==> src/fir_cfg.svh <==
`ifndef FIR_CFG_SVH
`define FIR_CFG_SVH

// filter geometry
`define FIR_TAPS        8
`define FIR_DATA_W      14  // sample width, in and out
`define FIR_COEF_W      18  // sign plus magnitude
`define FIR_COEF_MAG    17  // fractional bits, 2^17 is unity gain

`define FIR_AXI_ADDR_W  16  // byte address on the bus

// register map in 32 bit words
`define FIR_REG_NAME    0
`define FIR_REG_VER     1
`define FIR_REG_TAPS    4
`define FIR_REG_MAG     12
`define FIR_REG_SWITCH  20
`define FIR_COEF_BASE   64  // write window, tap k at base + k

`define FIR_SW_EN       1   // filter enable bit of the switch word

// id words come out byte reversed when read as text
`define FIR_ID_NAME     " RIF"
`define FIR_ID_VER      "02.3"

`endif

==> src/axi_pkg.sv <==
`default_nettype none

`include "fir_cfg.svh"

package axi_pkg;

	// single beat write, address and data presented together
	typedef struct packed {
		logic [`FIR_AXI_ADDR_W-1:0] awaddr;
		logic                       awvalid;
		logic [31:0]                wdata;
		logic                       wvalid;
		logic                       bready;
	} axi_wr_req_t;

	typedef struct packed {
		logic       awready;
		logic       wready;
		logic [1:0] bresp;   // only OKAY is ever returned
		logic       bvalid;
	} axi_wr_rsp_t;

	typedef struct packed {
		logic [`FIR_AXI_ADDR_W-1:0] araddr;
		logic                       arvalid;
		logic                       rready;
	} axi_rd_req_t;

	typedef struct packed {
		logic        arready;
		logic [31:0] rdata;
		logic [1:0]  rresp;
		logic        rvalid;
	} axi_rd_rsp_t;

endpackage

`default_nettype wire

==> src/fir_pkg.sv <==
`default_nettype none

`include "fir_cfg.svh"

package fir_pkg;

	typedef logic signed [`FIR_DATA_W-1:0] sample_t;
	typedef logic signed [`FIR_COEF_W-1:0] coef_t;
	typedef logic signed [`FIR_DATA_W+`FIR_COEF_MAG-1:0] acc_t;   // wraps, no saturation
	typedef logic [$clog2(`FIR_TAPS)-1:0] tap_idx_t;
	typedef logic [`FIR_AXI_ADDR_W-3:0] word_addr_t;   // byte offset removed

	// one register write, valid for a single cycle
	typedef struct packed {
		logic        valid;
		word_addr_t  addr;
		logic [31:0] data;
	} reg_wr_t;

	typedef struct packed {
		logic     valid;
		tap_idx_t tap;
		coef_t    coef;
	} coef_wr_t;

	// bus word, either taken whole or split into a sign/magnitude coefficient
	typedef union packed {
		logic [31:0] raw;
		struct packed {
			logic                      sign;   // bit 31
			logic [30-`FIR_COEF_MAG:0] ign;    // not stored
			logic [`FIR_COEF_MAG-1:0]  mag;
		} coef;
	} coef_word_u;

endpackage

`default_nettype wire

==> src/axi_lite_ctrl.sv <==
`timescale 1ns/1ps
`default_nettype none

module axi_lite_ctrl (
	input  wire                       S_AXI_ACLK,
	input  wire                       S_AXI_ARESETN,
	input  wire axi_pkg::axi_wr_req_t wr_req,
	output axi_pkg::axi_wr_rsp_t      wr_rsp,
	input  wire axi_pkg::axi_rd_req_t rd_req,
	output axi_pkg::axi_rd_rsp_t      rd_rsp,
	output fir_pkg::reg_wr_t          reg_wr,
	output fir_pkg::word_addr_t       rd_addr,
	input  wire [31:0]                rd_data
);

	localparam logic [1:0] W_IDLE = 2'd0;
	localparam logic [1:0] W_ACK  = 2'd1;   // awready and wready high
	localparam logic [1:0] W_RESP = 2'd2;   // bvalid held until bready
	localparam logic [1:0] R_IDLE = 2'd0;
	localparam logic [1:0] R_ACK  = 2'd1;
	localparam logic [1:0] R_DATA = 2'd2;

	logic [1:0]          wr_state;
	logic [1:0]          rd_state;
	fir_pkg::word_addr_t wr_addr;   // taken when address and data both arrive
	logic [31:0]         rdata_q;

	always_ff @(posedge S_AXI_ACLK) begin
		if (!S_AXI_ARESETN) begin
			wr_state <= W_IDLE;
			rd_state <= R_IDLE;
		end else begin
			case (wr_state)
				W_IDLE: if (wr_req.awvalid && wr_req.wvalid) begin
					wr_state <= W_ACK;
				end
				W_ACK: wr_state <= W_RESP;
				W_RESP: if (wr_req.bready) begin
					wr_state <= W_IDLE;   // next write only after the response is taken
				end
				default: wr_state <= W_IDLE;
			endcase
			case (rd_state)
				R_IDLE: if (rd_req.arvalid) begin
					rd_state <= R_ACK;
				end
				R_ACK: rd_state <= R_DATA;
				R_DATA: if (rd_req.rready) begin
					rd_state <= R_IDLE;
				end
				default: rd_state <= R_IDLE;
			endcase
		end
	end

	// addresses and read data
	always_ff @(posedge S_AXI_ACLK) begin
		if (wr_state == W_IDLE) begin
			wr_addr <= fir_pkg::word_addr_t'(wr_req.awaddr >> 2);
		end
		if (rd_state == R_IDLE) begin
			rd_addr <= fir_pkg::word_addr_t'(rd_req.araddr >> 2);
		end
		if (rd_state == R_ACK) begin
			rdata_q <= rd_data;   // value at the handshake, kept while rvalid waits
		end
	end

	always_comb begin
		wr_rsp.awready = (wr_state == W_ACK);
		wr_rsp.wready  = (wr_state == W_ACK);
		wr_rsp.bresp   = 2'b00;
		wr_rsp.bvalid  = (wr_state == W_RESP);
		rd_rsp.arready = (rd_state == R_ACK);
		rd_rsp.rdata   = rdata_q;
		rd_rsp.rresp   = 2'b00;
		rd_rsp.rvalid  = (rd_state == R_DATA);
		// write event on the handshake cycle, register updates on the next edge
		reg_wr.valid = (wr_state == W_ACK) && wr_req.awvalid && wr_req.wvalid;
		reg_wr.addr  = wr_addr;
		reg_wr.data  = wr_req.wdata;
	end

endmodule

`default_nettype wire

==> src/coef_bank.sv <==
`timescale 1ns/1ps
`default_nettype none

`include "fir_cfg.svh"

module coef_bank (
	input  wire                    S_AXI_ACLK,
	input  wire                    S_AXI_ARESETN,
	input  wire fir_pkg::coef_wr_t coef_wr,
	input  wire fir_pkg::tap_idx_t rd_tap,
	output fir_pkg::coef_t         coef
);

	fir_pkg::coef_t mem [`FIR_TAPS];   // small, kept in flops

	always_ff @(posedge S_AXI_ACLK) begin
		if (!S_AXI_ARESETN) begin
			for (int i = 0; i < `FIR_TAPS; i++) begin
				mem[i] <= '0;   // all taps zero until programmed
			end
		end else if (coef_wr.valid) begin
			mem[coef_wr.tap] <= coef_wr.coef;
		end
	end

	// one cycle read latency, fir_mac delays its tap index to match
	always_ff @(posedge S_AXI_ACLK) begin
		coef <= mem[rd_tap];
	end

endmodule

`default_nettype wire

==> src/fir_mac.sv <==
`timescale 1ns/1ps
`default_nettype none

`include "fir_cfg.svh"

module fir_mac (
	input  wire                    S_AXI_ACLK,
	input  wire                    S_AXI_ARESETN,
	input  wire fir_pkg::sample_t  flt_in,
	input  wire                    load,
	input  wire fir_pkg::tap_idx_t tap,
	input  wire fir_pkg::coef_t    coef,
	input  wire                    finish,
	input  wire                    fir_en,
	output fir_pkg::sample_t       flt_out,
	output logic                   out_strobe
);

	fir_pkg::sample_t                          hist [`FIR_TAPS];   // hist[0] newest
	fir_pkg::tap_idx_t                         tap_d;   // lines up with coef
	logic signed [`FIR_COEF_W+`FIR_DATA_W-1:0] mult;
	fir_pkg::acc_t                             prod;
	fir_pkg::acc_t                             acc;
	fir_pkg::acc_t                             acc_base;
	fir_pkg::acc_t                             acc_sum;
	logic [2:0]                                load_d;   // bit 2 flags the tap 0 product

	assign mult     = coef * hist[tap_d];
	assign acc_base = load_d[2] ? '0 : acc;   // start each sample from zero
	assign acc_sum  = acc_base + prod;

	always_ff @(posedge S_AXI_ACLK) begin
		if (!S_AXI_ARESETN) begin
			for (int k = 0; k < `FIR_TAPS; k++) begin
				hist[k] <= '0;
			end
		end else if (load) begin
			hist[0] <= flt_in;
			for (int k = 1; k < `FIR_TAPS; k++) begin
				hist[k] <= hist[k-1];
			end
		end
	end

	always_ff @(posedge S_AXI_ACLK) begin
		if (!S_AXI_ARESETN) begin
			load_d     <= '0;
			out_strobe <= 1'b0;
		end else begin
			load_d     <= {load_d[1:0], load};
			out_strobe <= finish;
		end
	end

	always_ff @(posedge S_AXI_ACLK) begin
		tap_d <= tap;
		prod  <= fir_pkg::acc_t'(mult);   // product wraps to accumulator width
		acc   <= acc_sum;
		if (finish) begin
			// last product is folded in here, so no extra cycle for the final sum
			flt_out <= fir_en ? acc_sum[`FIR_DATA_W+`FIR_COEF_MAG-1:`FIR_COEF_MAG] : hist[0];
		end
	end

endmodule

`default_nettype wire

==> src/fir_regs.sv <==
`timescale 1ns/1ps
`default_nettype none

`include "fir_cfg.svh"

module fir_regs (
	input  wire                      S_AXI_ACLK,
	input  wire                      S_AXI_ARESETN,
	input  wire fir_pkg::reg_wr_t    reg_wr,
	input  wire fir_pkg::word_addr_t rd_addr,
	output logic [31:0]              rd_data,
	output fir_pkg::coef_wr_t        coef_wr,
	output logic                     fir_en,
	output logic [7:0]               leds
);

	fir_pkg::coef_word_u wr_word;
	fir_pkg::word_addr_t coef_off;   // offset into the coefficient window
	logic                sw_wr;
	logic [31:0]         switches;

	assign wr_word  = reg_wr.data;
	assign coef_off = reg_wr.addr - fir_pkg::word_addr_t'(`FIR_COEF_BASE);
	assign sw_wr    = reg_wr.valid && (reg_wr.addr == fir_pkg::word_addr_t'(`FIR_REG_SWITCH));

	always_ff @(posedge S_AXI_ACLK) begin
		if (!S_AXI_ARESETN) begin
			switches <= '0;   // filter off, leds dark
		end else if (sw_wr) begin
			switches <= wr_word.raw;
		end
	end

	assign leds   = switches[7:0];
	assign fir_en = switches[`FIR_SW_EN];

	// below the base the offset wraps high and falls out of the window
	always_comb begin
		coef_wr.valid = reg_wr.valid && (coef_off < fir_pkg::word_addr_t'(`FIR_TAPS));
		coef_wr.tap   = fir_pkg::tap_idx_t'(coef_off);
		coef_wr.coef  = {wr_word.coef.sign, wr_word.coef.mag};   // drop the ignored middle bits
	end

	always_comb begin
		case (rd_addr)
			fir_pkg::word_addr_t'(`FIR_REG_NAME):   rd_data = `FIR_ID_NAME;
			fir_pkg::word_addr_t'(`FIR_REG_VER):    rd_data = `FIR_ID_VER;
			fir_pkg::word_addr_t'(`FIR_REG_TAPS):   rd_data = 32'(`FIR_TAPS);
			fir_pkg::word_addr_t'(`FIR_REG_MAG):    rd_data = 32'(`FIR_COEF_MAG);
			fir_pkg::word_addr_t'(`FIR_REG_SWITCH): rd_data = switches;
			default:                                rd_data = '0;   // unmapped, coefs are write only
		endcase
	end

endmodule

`default_nettype wire

==> src/fir_seq.sv <==
`timescale 1ns/1ps
`default_nettype none

module fir_seq (
	input  wire  S_AXI_ACLK,
	input  wire  S_AXI_ARESETN,
	input  wire  in_req,
	output logic in_ack,
	input  wire  last,
	output logic start,
	output logic load,
	output logic finish
);

	localparam logic [2:0] S_IDLE  = 3'd0;
	localparam logic [2:0] S_ACK   = 3'd1;
	localparam logic [2:0] S_RUN   = 3'd2;   // taps being read
	localparam logic [2:0] S_DRAIN = 3'd3;   // coef read and product stages
	localparam logic [2:0] S_WAIT  = 3'd4;   // result out, old req still up

	logic [2:0] state;
	logic [1:0] last_d;
	logic       accept;

	assign accept = (state == S_IDLE) && in_req;
	assign load   = accept;   // sample into history, mac restarts
	assign start  = accept;   // tap 0 on the next cycle
	assign finish = (state == S_DRAIN) && last_d[1];

	always_ff @(posedge S_AXI_ACLK) begin
		if (!S_AXI_ARESETN) begin
			state  <= S_IDLE;
			in_ack <= 1'b0;
			last_d <= '0;
		end else begin
			last_d <= {last_d[0], last};
			if (accept) begin
				in_ack <= 1'b1;
			end else if (!in_req) begin
				in_ack <= 1'b0;   // one cycle after req falls
			end
			case (state)
				S_IDLE: if (in_req) begin
					state <= S_ACK;
				end
				S_ACK: state <= S_RUN;
				S_RUN: if (last) begin
					state <= S_DRAIN;
				end
				S_DRAIN: if (last_d[1]) begin
					state <= S_WAIT;
				end
				S_WAIT: if (!in_ack) begin
					state <= S_IDLE;   // a held req is not taken twice
				end
				default: state <= S_IDLE;
			endcase
		end
	end

endmodule

`default_nettype wire

==> src/fir_top.sv <==
`timescale 1ns/1ps
`default_nettype none

module fir_top (
	input  wire                       S_AXI_ACLK,
	input  wire                       S_AXI_ARESETN,
	input  wire axi_pkg::axi_wr_req_t wr_req,
	output wire axi_pkg::axi_wr_rsp_t wr_rsp,
	input  wire axi_pkg::axi_rd_req_t rd_req,
	output wire axi_pkg::axi_rd_rsp_t rd_rsp,
	input  wire fir_pkg::sample_t     flt_in,
	input  wire                       in_req,
	output wire                       in_ack,
	output wire fir_pkg::sample_t     flt_out,
	output wire                       out_strobe,
	output wire [7:0]                 leds
);

	fir_pkg::reg_wr_t    reg_wr;
	fir_pkg::word_addr_t rd_addr;
	logic [31:0]         rd_data;
	fir_pkg::coef_wr_t   coef_wr;
	logic                fir_en;
	fir_pkg::tap_idx_t   tap;
	fir_pkg::coef_t      coef;
	logic                last;
	logic                start;
	logic                load;
	logic                finish;

	// bus side
	axi_lite_ctrl u_axi (
		.S_AXI_ACLK    (S_AXI_ACLK),
		.S_AXI_ARESETN (S_AXI_ARESETN),
		.wr_req        (wr_req),
		.wr_rsp        (wr_rsp),
		.rd_req        (rd_req),
		.rd_rsp        (rd_rsp),
		.reg_wr        (reg_wr),
		.rd_addr       (rd_addr),
		.rd_data       (rd_data)
	);

	fir_regs u_regs (
		.S_AXI_ACLK    (S_AXI_ACLK),
		.S_AXI_ARESETN (S_AXI_ARESETN),
		.reg_wr        (reg_wr),
		.rd_addr       (rd_addr),
		.rd_data       (rd_data),
		.coef_wr       (coef_wr),
		.fir_en        (fir_en),
		.leds          (leds)
	);

	// sample side
	fir_seq u_seq (
		.S_AXI_ACLK    (S_AXI_ACLK),
		.S_AXI_ARESETN (S_AXI_ARESETN),
		.in_req        (in_req),
		.in_ack        (in_ack),
		.last          (last),
		.start         (start),
		.load          (load),
		.finish        (finish)
	);

	tap_counter u_cnt (
		.S_AXI_ACLK    (S_AXI_ACLK),
		.S_AXI_ARESETN (S_AXI_ARESETN),
		.start         (start),
		.tap           (tap),
		.last          (last)
	);

	coef_bank u_coef (
		.S_AXI_ACLK    (S_AXI_ACLK),
		.S_AXI_ARESETN (S_AXI_ARESETN),
		.coef_wr       (coef_wr),
		.rd_tap        (tap),
		.coef          (coef)
	);

	fir_mac u_mac (
		.S_AXI_ACLK    (S_AXI_ACLK),
		.S_AXI_ARESETN (S_AXI_ARESETN),
		.flt_in        (flt_in),
		.load          (load),
		.tap           (tap),
		.coef          (coef),
		.finish        (finish),
		.fir_en        (fir_en),
		.flt_out       (flt_out),
		.out_strobe    (out_strobe)
	);

endmodule

`default_nettype wire

==> src/tap_counter.sv <==
`timescale 1ns/1ps
`default_nettype none

`include "fir_cfg.svh"

module tap_counter (
	input  wire               S_AXI_ACLK,
	input  wire               S_AXI_ARESETN,
	input  wire               start,
	output fir_pkg::tap_idx_t tap,
	output logic              last
);

	logic running;

	assign last = running && (tap == fir_pkg::tap_idx_t'(`FIR_TAPS - 1));

	always_ff @(posedge S_AXI_ACLK) begin
		if (!S_AXI_ARESETN) begin
			tap     <= '0;
			running <= 1'b0;
		end else if (last) begin
			tap     <= '0;   // park at zero between samples
			running <= 1'b0;
		end else if (running) begin
			tap <= tap + 1'b1;
		end else if (start) begin
			running <= 1'b1;   // tap 0 is already on the output
		end
	end

endmodule

`default_nettype wire
==> config.mk <==
export PLATFORM = sky130hd
export DESIGN_NAME = fir_top
export DESIGN_NICKNAME = d
export VERILOG_FILES = /design/src/axi_pkg.sv /design/src/fir_pkg.sv /design/src/axi_lite_ctrl.sv /design/src/coef_bank.sv /design/src/fir_mac.sv /design/src/fir_regs.sv /design/src/fir_seq.sv /design/src/fir_top.sv /design/src/tap_counter.sv
export VERILOG_INCLUDE_DIRS = /design/src /design/src/src
export SDC_FILE = /design/constraint.sdc
export NUM_CORES = 1
export LEC_CHECK = 0
export ABC_AREA = 0
export BUFFER_PORTS_ARGS = -buffer_cell sky130_fd_sc_hd__buf_2
export CORE_AREA = 10 10 283 285
export CTS_BUF_LIST = sky130_fd_sc_hd__clkbuf_8
export CTS_CLUSTER_SIZE = 28
export DETAILED_ROUTE_END_ITERATION = 8
export DIE_AREA = 0 0 293 295
export PLACE_DENSITY = 0.65
export SYNTH_ARGS = -nofsm -noshare
export SYNTH_HDL_FRONTEND = slang
export SYNTH_HIERARCHICAL = 1
export SYNTH_SLANG_ARGS = --single-unit
==> constraint.sdc <==
create_clock -name S_AXI_ACLK -period 7.7 [get_ports S_AXI_ACLK]
set_clock_uncertainty 0.1 [all_clocks]
set_input_delay 0.77 -clock S_AXI_ACLK [delete_from_list [all_inputs] [get_ports S_AXI_ACLK]]
set_output_delay 0.77 -clock S_AXI_ACLK [all_outputs]
set_load 0.05 [all_outputs]
# Yosys cells after proc, flatten, opt, wreduce, memory -nomap -nowiden
# Memory sizes are Yosys's and may differ from the RTL's. A register that Yosys moved wholly into a read port is not among the register bits.
# Cells that the tools add are included.
[word_totals]
reg_bits = 186
ram_bits = 256
input_bits = 86
n_memories = 2
[memory_table]
columns = ["memory", "words", "width", "read_ports", "rd_clocked_by_memory_dff", "write_ports", "line_no", "source"]
rows = [
  ["u_coef.mem", 8, 18, 1, 1, 8, "coef_bank.sv:14", "fir_pkg::coef_t mem [`FIR_TAPS];"],
  ["u_mac.hist", 8, 14, 8, 1, 8, "fir_mac.sv:19", "fir_pkg::sample_t hist [`FIR_TAPS];"],
]
[classes]
n_addsub = 3
multipliers = 1
n_lt_le_gt_ge = 1
n_eq_ne = 23
n_mux = 35
bitwise_logic = 9
reduce_logical = 17
[op_table]
columns = ["op", "count"]
rows = [
  ["32-bit case mux with 5 select lines", 1],
  ["14-bit two-way mux", 9],
  ["31-bit adder", 1],
  ["18-bit by 14-bit multiplier with 31-bit output", 1],
  ["31-bit two-way mux", 1],
  ["14-bit by 5-bit == test with 1-bit output (second input constant)", 2],
  ["18-bit two-way mux", 1],
  ["18-bit OR reduction", 1],
  ["3-bit two-way mux", 5],
  ["3-bit case mux with 5 select lines", 1],
  ["14-bit by 1-bit == test with 1-bit output (second input constant)", 1],
  ["14-bit by 3-bit == test with 1-bit output (second input constant)", 1],
  ["14-bit by 4-bit == test with 1-bit output (second input constant)", 1],
  ["14-bit zero test", 1],
  ["14-bit by 4-bit less-than comparator with 1-bit output (second input constant)", 1],
  ["14-bit by 7-bit subtractor with 14-bit output (second input constant)", 1],
  ["2-bit case mux with 3 select lines", 2],
  ["1-bit two-way mux", 11],
  ["2-bit != test (second input constant)", 5],
  ["1-bit logical AND", 8],
  ["2-bit two-way mux", 4],
  ["2-bit by 1-bit != test with 1-bit output (second input constant)", 4],
  ["1-bit OR", 8],
  ["3-bit by 2-bit == test with 1-bit output (second input constant)", 2],
  ["other kinds (11)", 16],
]

# Depth between registers and ports, before layout
[depth]
depth_word = 9
depth_mapped = 27
mapped_depth_nobuf = 24

# By module
# The synthesis kept the hierarchy.
[by_module_without_submodules]
columns = ["module", "n_inst", "cells_each", "area_each_um2", "seq_area_each_um2"]
rows = [
  ["fir_mac", 1, 1694, 17953.5, 5165.0],
  ["coef_bank", 1, 435, 6891.6, 4684.5],
  ["axi_lite_ctrl", 1, 115, 2264.7, 1881.8],
  ["fir_regs", 1, 246, 2001.9, 640.6],
  ["fir_seq", 1, 24, 237.7, 120.1],
  ["tap_counter", 1, 18, 197.7, 80.1],
]

# Least setup slack after synthesis
# Ideal clock, no wire load.
[synth_path]
kind = "register to register"
from = "register (tool-made name)"
to = "register u_mac.prod[29]"
setup_time_ns = 0.062
arrival_ns = 7.217
required_ns = 7.538
slack_ns = 0.321
path_stages_with_launch = 28
period_less_slack_ns = 7.379
cell_sequence = "dfxtp_1 > buf_6 > buf_2 > mux4_2 > mux2i_1 > clkbuf_1 > nor2b_1 > fa_1 > inv_1 > fa_1 > inv_1 > fa_1 > inv_1 > fa_1 > inv_1 > fa_1 > inv_1 > fa_1 > inv_1 > ha_1 > nor3_1 > o211ai_1 > a2111oi_0 > nor2_1 > nor4_2 > o31ai_1 > or4_1 > nand3_1"
[synth_rtl]
columns = ["element", "line_no", "source"]
rows = [
  ["end signal: assignment", "fir_mac.sv:57", "prod <= fir_pkg::acc_t'(mult);"],
  ["end: declaration", "fir_mac.sv:22", "fir_pkg::acc_t prod;"],
]

==> flow_summary.yaml <==
outcome:
  status: "finished, final reports clean"
power:
  p_per_area_mw_per_mm2: 381
  p_total_mw: 12.3
  p_leak_nw: 13.7
  vdd_ir_drop_max_v: 0.000391
logic_synthesis:
  synthMuxAreaShare: 0.0801
  synth.distinct_cells: 87
  synth-edff-count: 330
  async_reset_ff_frac: 0
  ys.flop_type: "edfxtp_1"
  syn_area_per_cell_sq_um: 11.7
  synth_top_family_by_area: "adder cells"
  synthXorXnorAreaFrac: 0.0160
  synthesis.area_sq_mm: 0.0295
  synth_fa_ha_area_frac: 0.206
  yosys_warnings: 6
  synth_compound_area_frac: 0.0419
  ys_top_cells_by_area: "edfxtp_1 (34%), fa_1 (16%), dfxtp_1 (9.0%), ha_1 (4.4%), inv_1 (3.5%)"
  synth_area_leader_cell: "edfxtp_1"
  yosys.area_share.simple: 0.154
  synth_seq_area_share: 0.425
  yosysTopAreaCellShare: 0.335
  ys_seq_elements: 463
  netlist_instances: 2532
floorplanning:
  die_h_um: 295
  core-area_sq_mm: 0.0742
  die_x_um: 293
  dieArea_sq_mm: 0.0864
  start_util: 0.398
  rows: 100
  num_io_pins: 151
placement:
  dp_hpwl_um: 47000
  portBuffers: 142
  dpl_cell_area_sq_mm: 0.0308
  dp.cells: 3504
  place_congestion: 0.872
routing:
  drc_errors: 0
  viasPerCell: 5.19
  drt_iter0_markers: 1291
  wire_per_inst_um: 18.4
  ant_nets: 0
  vias: 18900
  drt-total-wl_um: 67200
  drt_first_pass_iters: 6
sta:
  tightest_slew_ns: 1.16
  period_needed_ns: 7.32
  setup_viol: 0
  period_share: 0.950
  rsz0062_at_grt: "false"
  max_slew_margin: 0.222
  fin_setup_tns_ns: 0
  max_freq_mhz: 137
  finalMaxSlewViolations: 0
  hold_violations: 0
  hold_ws_ns: 0.162
hold_path:
  hold_path_class: "primary input to register"
  hold_path_depth: 1
critical_path:
  r2r_cells: 25
  start_kind: "register"
  worstReg2RegEnd: "u_mac/prod[30]"
  slowest_delay_ns: 0.53
  cp.arrival_ns: 7.81
  path_common_cell: "fa_1"
  cp-endpoint: "u_mac/prod[30]"
  end_kind: "register"
  rrSetupSlack_ns: 0.38
  crit_required_ns: 8.20
  crit_slowest_cell: "mux4_2"
  crit_fanout: 23
  crit_type: "register to register"
global_routing:
  track_usage: 0.157
  grt_pass1_vias: 20500
  overflow: 0
  grt_max_degree: 130
  antenna_found_initial: 7
  grt_pass1_wl_um: 110000
layout:
  fin_cells: 3647
  diodes: 0
  fin_nets: 3044
  drive_above_1_share: 0.150
  area_growth_pct: 9.62
  fin_area_sq_mm: 0.0324
cts:
  cts_tree: "built"
  cts_made_buffers: 77
  postCtsHoldBufs: 0
  clock-sinks: 463
  insertion_delay_ns: 0.70
  clk_path_buf_depth: 3
  ctsRootBufferMaster: "clkbuf_8"
  clk_pin_slew_ns: 0.06
  h-tree-depth: 3
flow_run:
  maxCapViolations: 0
## logic make-up (layout without fill, tap and decap cells)
| family | count (synthesis) | in the layout |
|---|---|---|
| other | 1 | 4 |
| AO/OA/AOI/OAI | 195 | 195 |
| AND/OR/NAND/NOR | 845 | 845 |
| buffers and inverters | 491 | 634 |
| multiplexers | 139 | 139 |
| flip-flops | 463 | 463 |
| adder cells (fa/ha/maj) | 344 | 344 |
| XOR/XNOR | 54 | 54 |
## power breakdown
| part | switching, mW | internal (mW) |
|---|---|---|
| logic | 3.95 | 2.97 |
| registers | 0.165 | 3.06 |
| clock network | 1.07 | 1.12 |
## per-stage QoR
stage                util  worst slack (ns)
global route        0.437           0.00171
global placement    0.416             0.402
CTS                 0.436             0.311
finish              0.437             0.382
floorplan               -             0.321
detailed placement  0.416             0.350
## synthesized netlist by cell type (41+ instances only)
cell and n:
and2_1 59, dfxtp_1 133, inv_1 275, nor2_1 68, xnor2_1 42, fa_1 239
nand2_1 192, o21ai_0 41, buf_4 71, and3_1 103, edfxtp_1 330, nor3_1 159
clkbuf_1 92, ha_1 105, a21oi_1 63, nor2b_1 150, mux2i_1 43
## area by class of cell
type / count / area, sq um
Clock inverter: 57 / 362
Timing Repair Buffer: 198 / 1200
Fill cell: 6813 / 41800
Tap cell: 969 / 1210
Clock buffer: 86 / 1180
Inverter: 293 / 1100
Multi-Input combinational cell: 1581 / 14800
Sequential cell: 463 / 12600
## metal layers
metal  share of wire  up-vias  track usage
met1            0.42     9456        0.195
met5          0.0011        -            0
met2            0.48      596        0.261
met4           0.028       14       0.0556
met3           0.069      135       0.0400
li1                -     8720            -
## timing repair
item | 4_1_cts | 5_1_grt
endpoints found under the setup margin | 0 | 2
endpoints found under the hold margin | 0 | 0
gates resized for setup | 0 | 4
buffers inserted | 0 | 0
## state kept, by name (all words and copies together), names as in the netlist, 14 cells and up, named ones only
register,count
u_mac/flt_out,14
u_axi/rd_addr,14
u_coef/coef,18
u_coef/mem,144
u_mac/acc,31
u_mac/prod,31
u_regs/switches,32
u_axi/rdata_q,32
u_mac/hist,112
u_axi/wr_addr,14
## worst min-delay path by stage
| stage | start | endpoint | slack [ns] |
|---|---|---|---|
| floorplan | u_cnt/tap[1] | register | 0.26 |
| global placement | u_mac/load_d[0] | u_mac/load_d[1] | 0.31 |
| detailed placement | u_mac/load_d[1] | u_mac/load_d[2] | 0.32 |
| CTS | wr_req[45] | u_axi/wr_addr[8] | 0.09 |
| global route | rd_req[16] | u_axi/rd_addr[12] | 0.12 |
| finish | wr_req[45] | u_axi/wr_addr[8] | 0.16 |
## critical path: cells and delay by family (launching register included)
family	cells	cell delay, ns
compound gates	6	1.29
simple gates	2	0.47
mux	2	0.70
flops	1	0.34
xor+xnor	1	0.15
buf+inv	7	0.87
fa+ha+maj	7	3.33
## layout by cell type (no fill, tap or decap), types with 32 or more instances in the layout
| cell type | count |
|---|---|
| and3_1 | 103 |
| dfxtp_1 | 131 |
| fa_1 | 239 |
| edfxtp_1 | 330 |
| buf_2 | 141 |
| xnor2_1 | 42 |
| o21ai_0 | 33 |
| a21oi_1 | 63 |
| mux2_2 | 32 |
| nor2_1 | 68 |
| mux2i_1 | 42 |
| nand2_1 | 192 |
| clkbuf_8 | 86 |
| buf_4 | 50 |
| and2_1 | 58 |
| ha_1 | 105 |
| clkinv_1 | 33 |
| nor2b_1 | 150 |
| nor3_1 | 159 |
| inv_1 | 294 |
| mux4_1 | 36 |
Power figures use the tool's default switching activity.
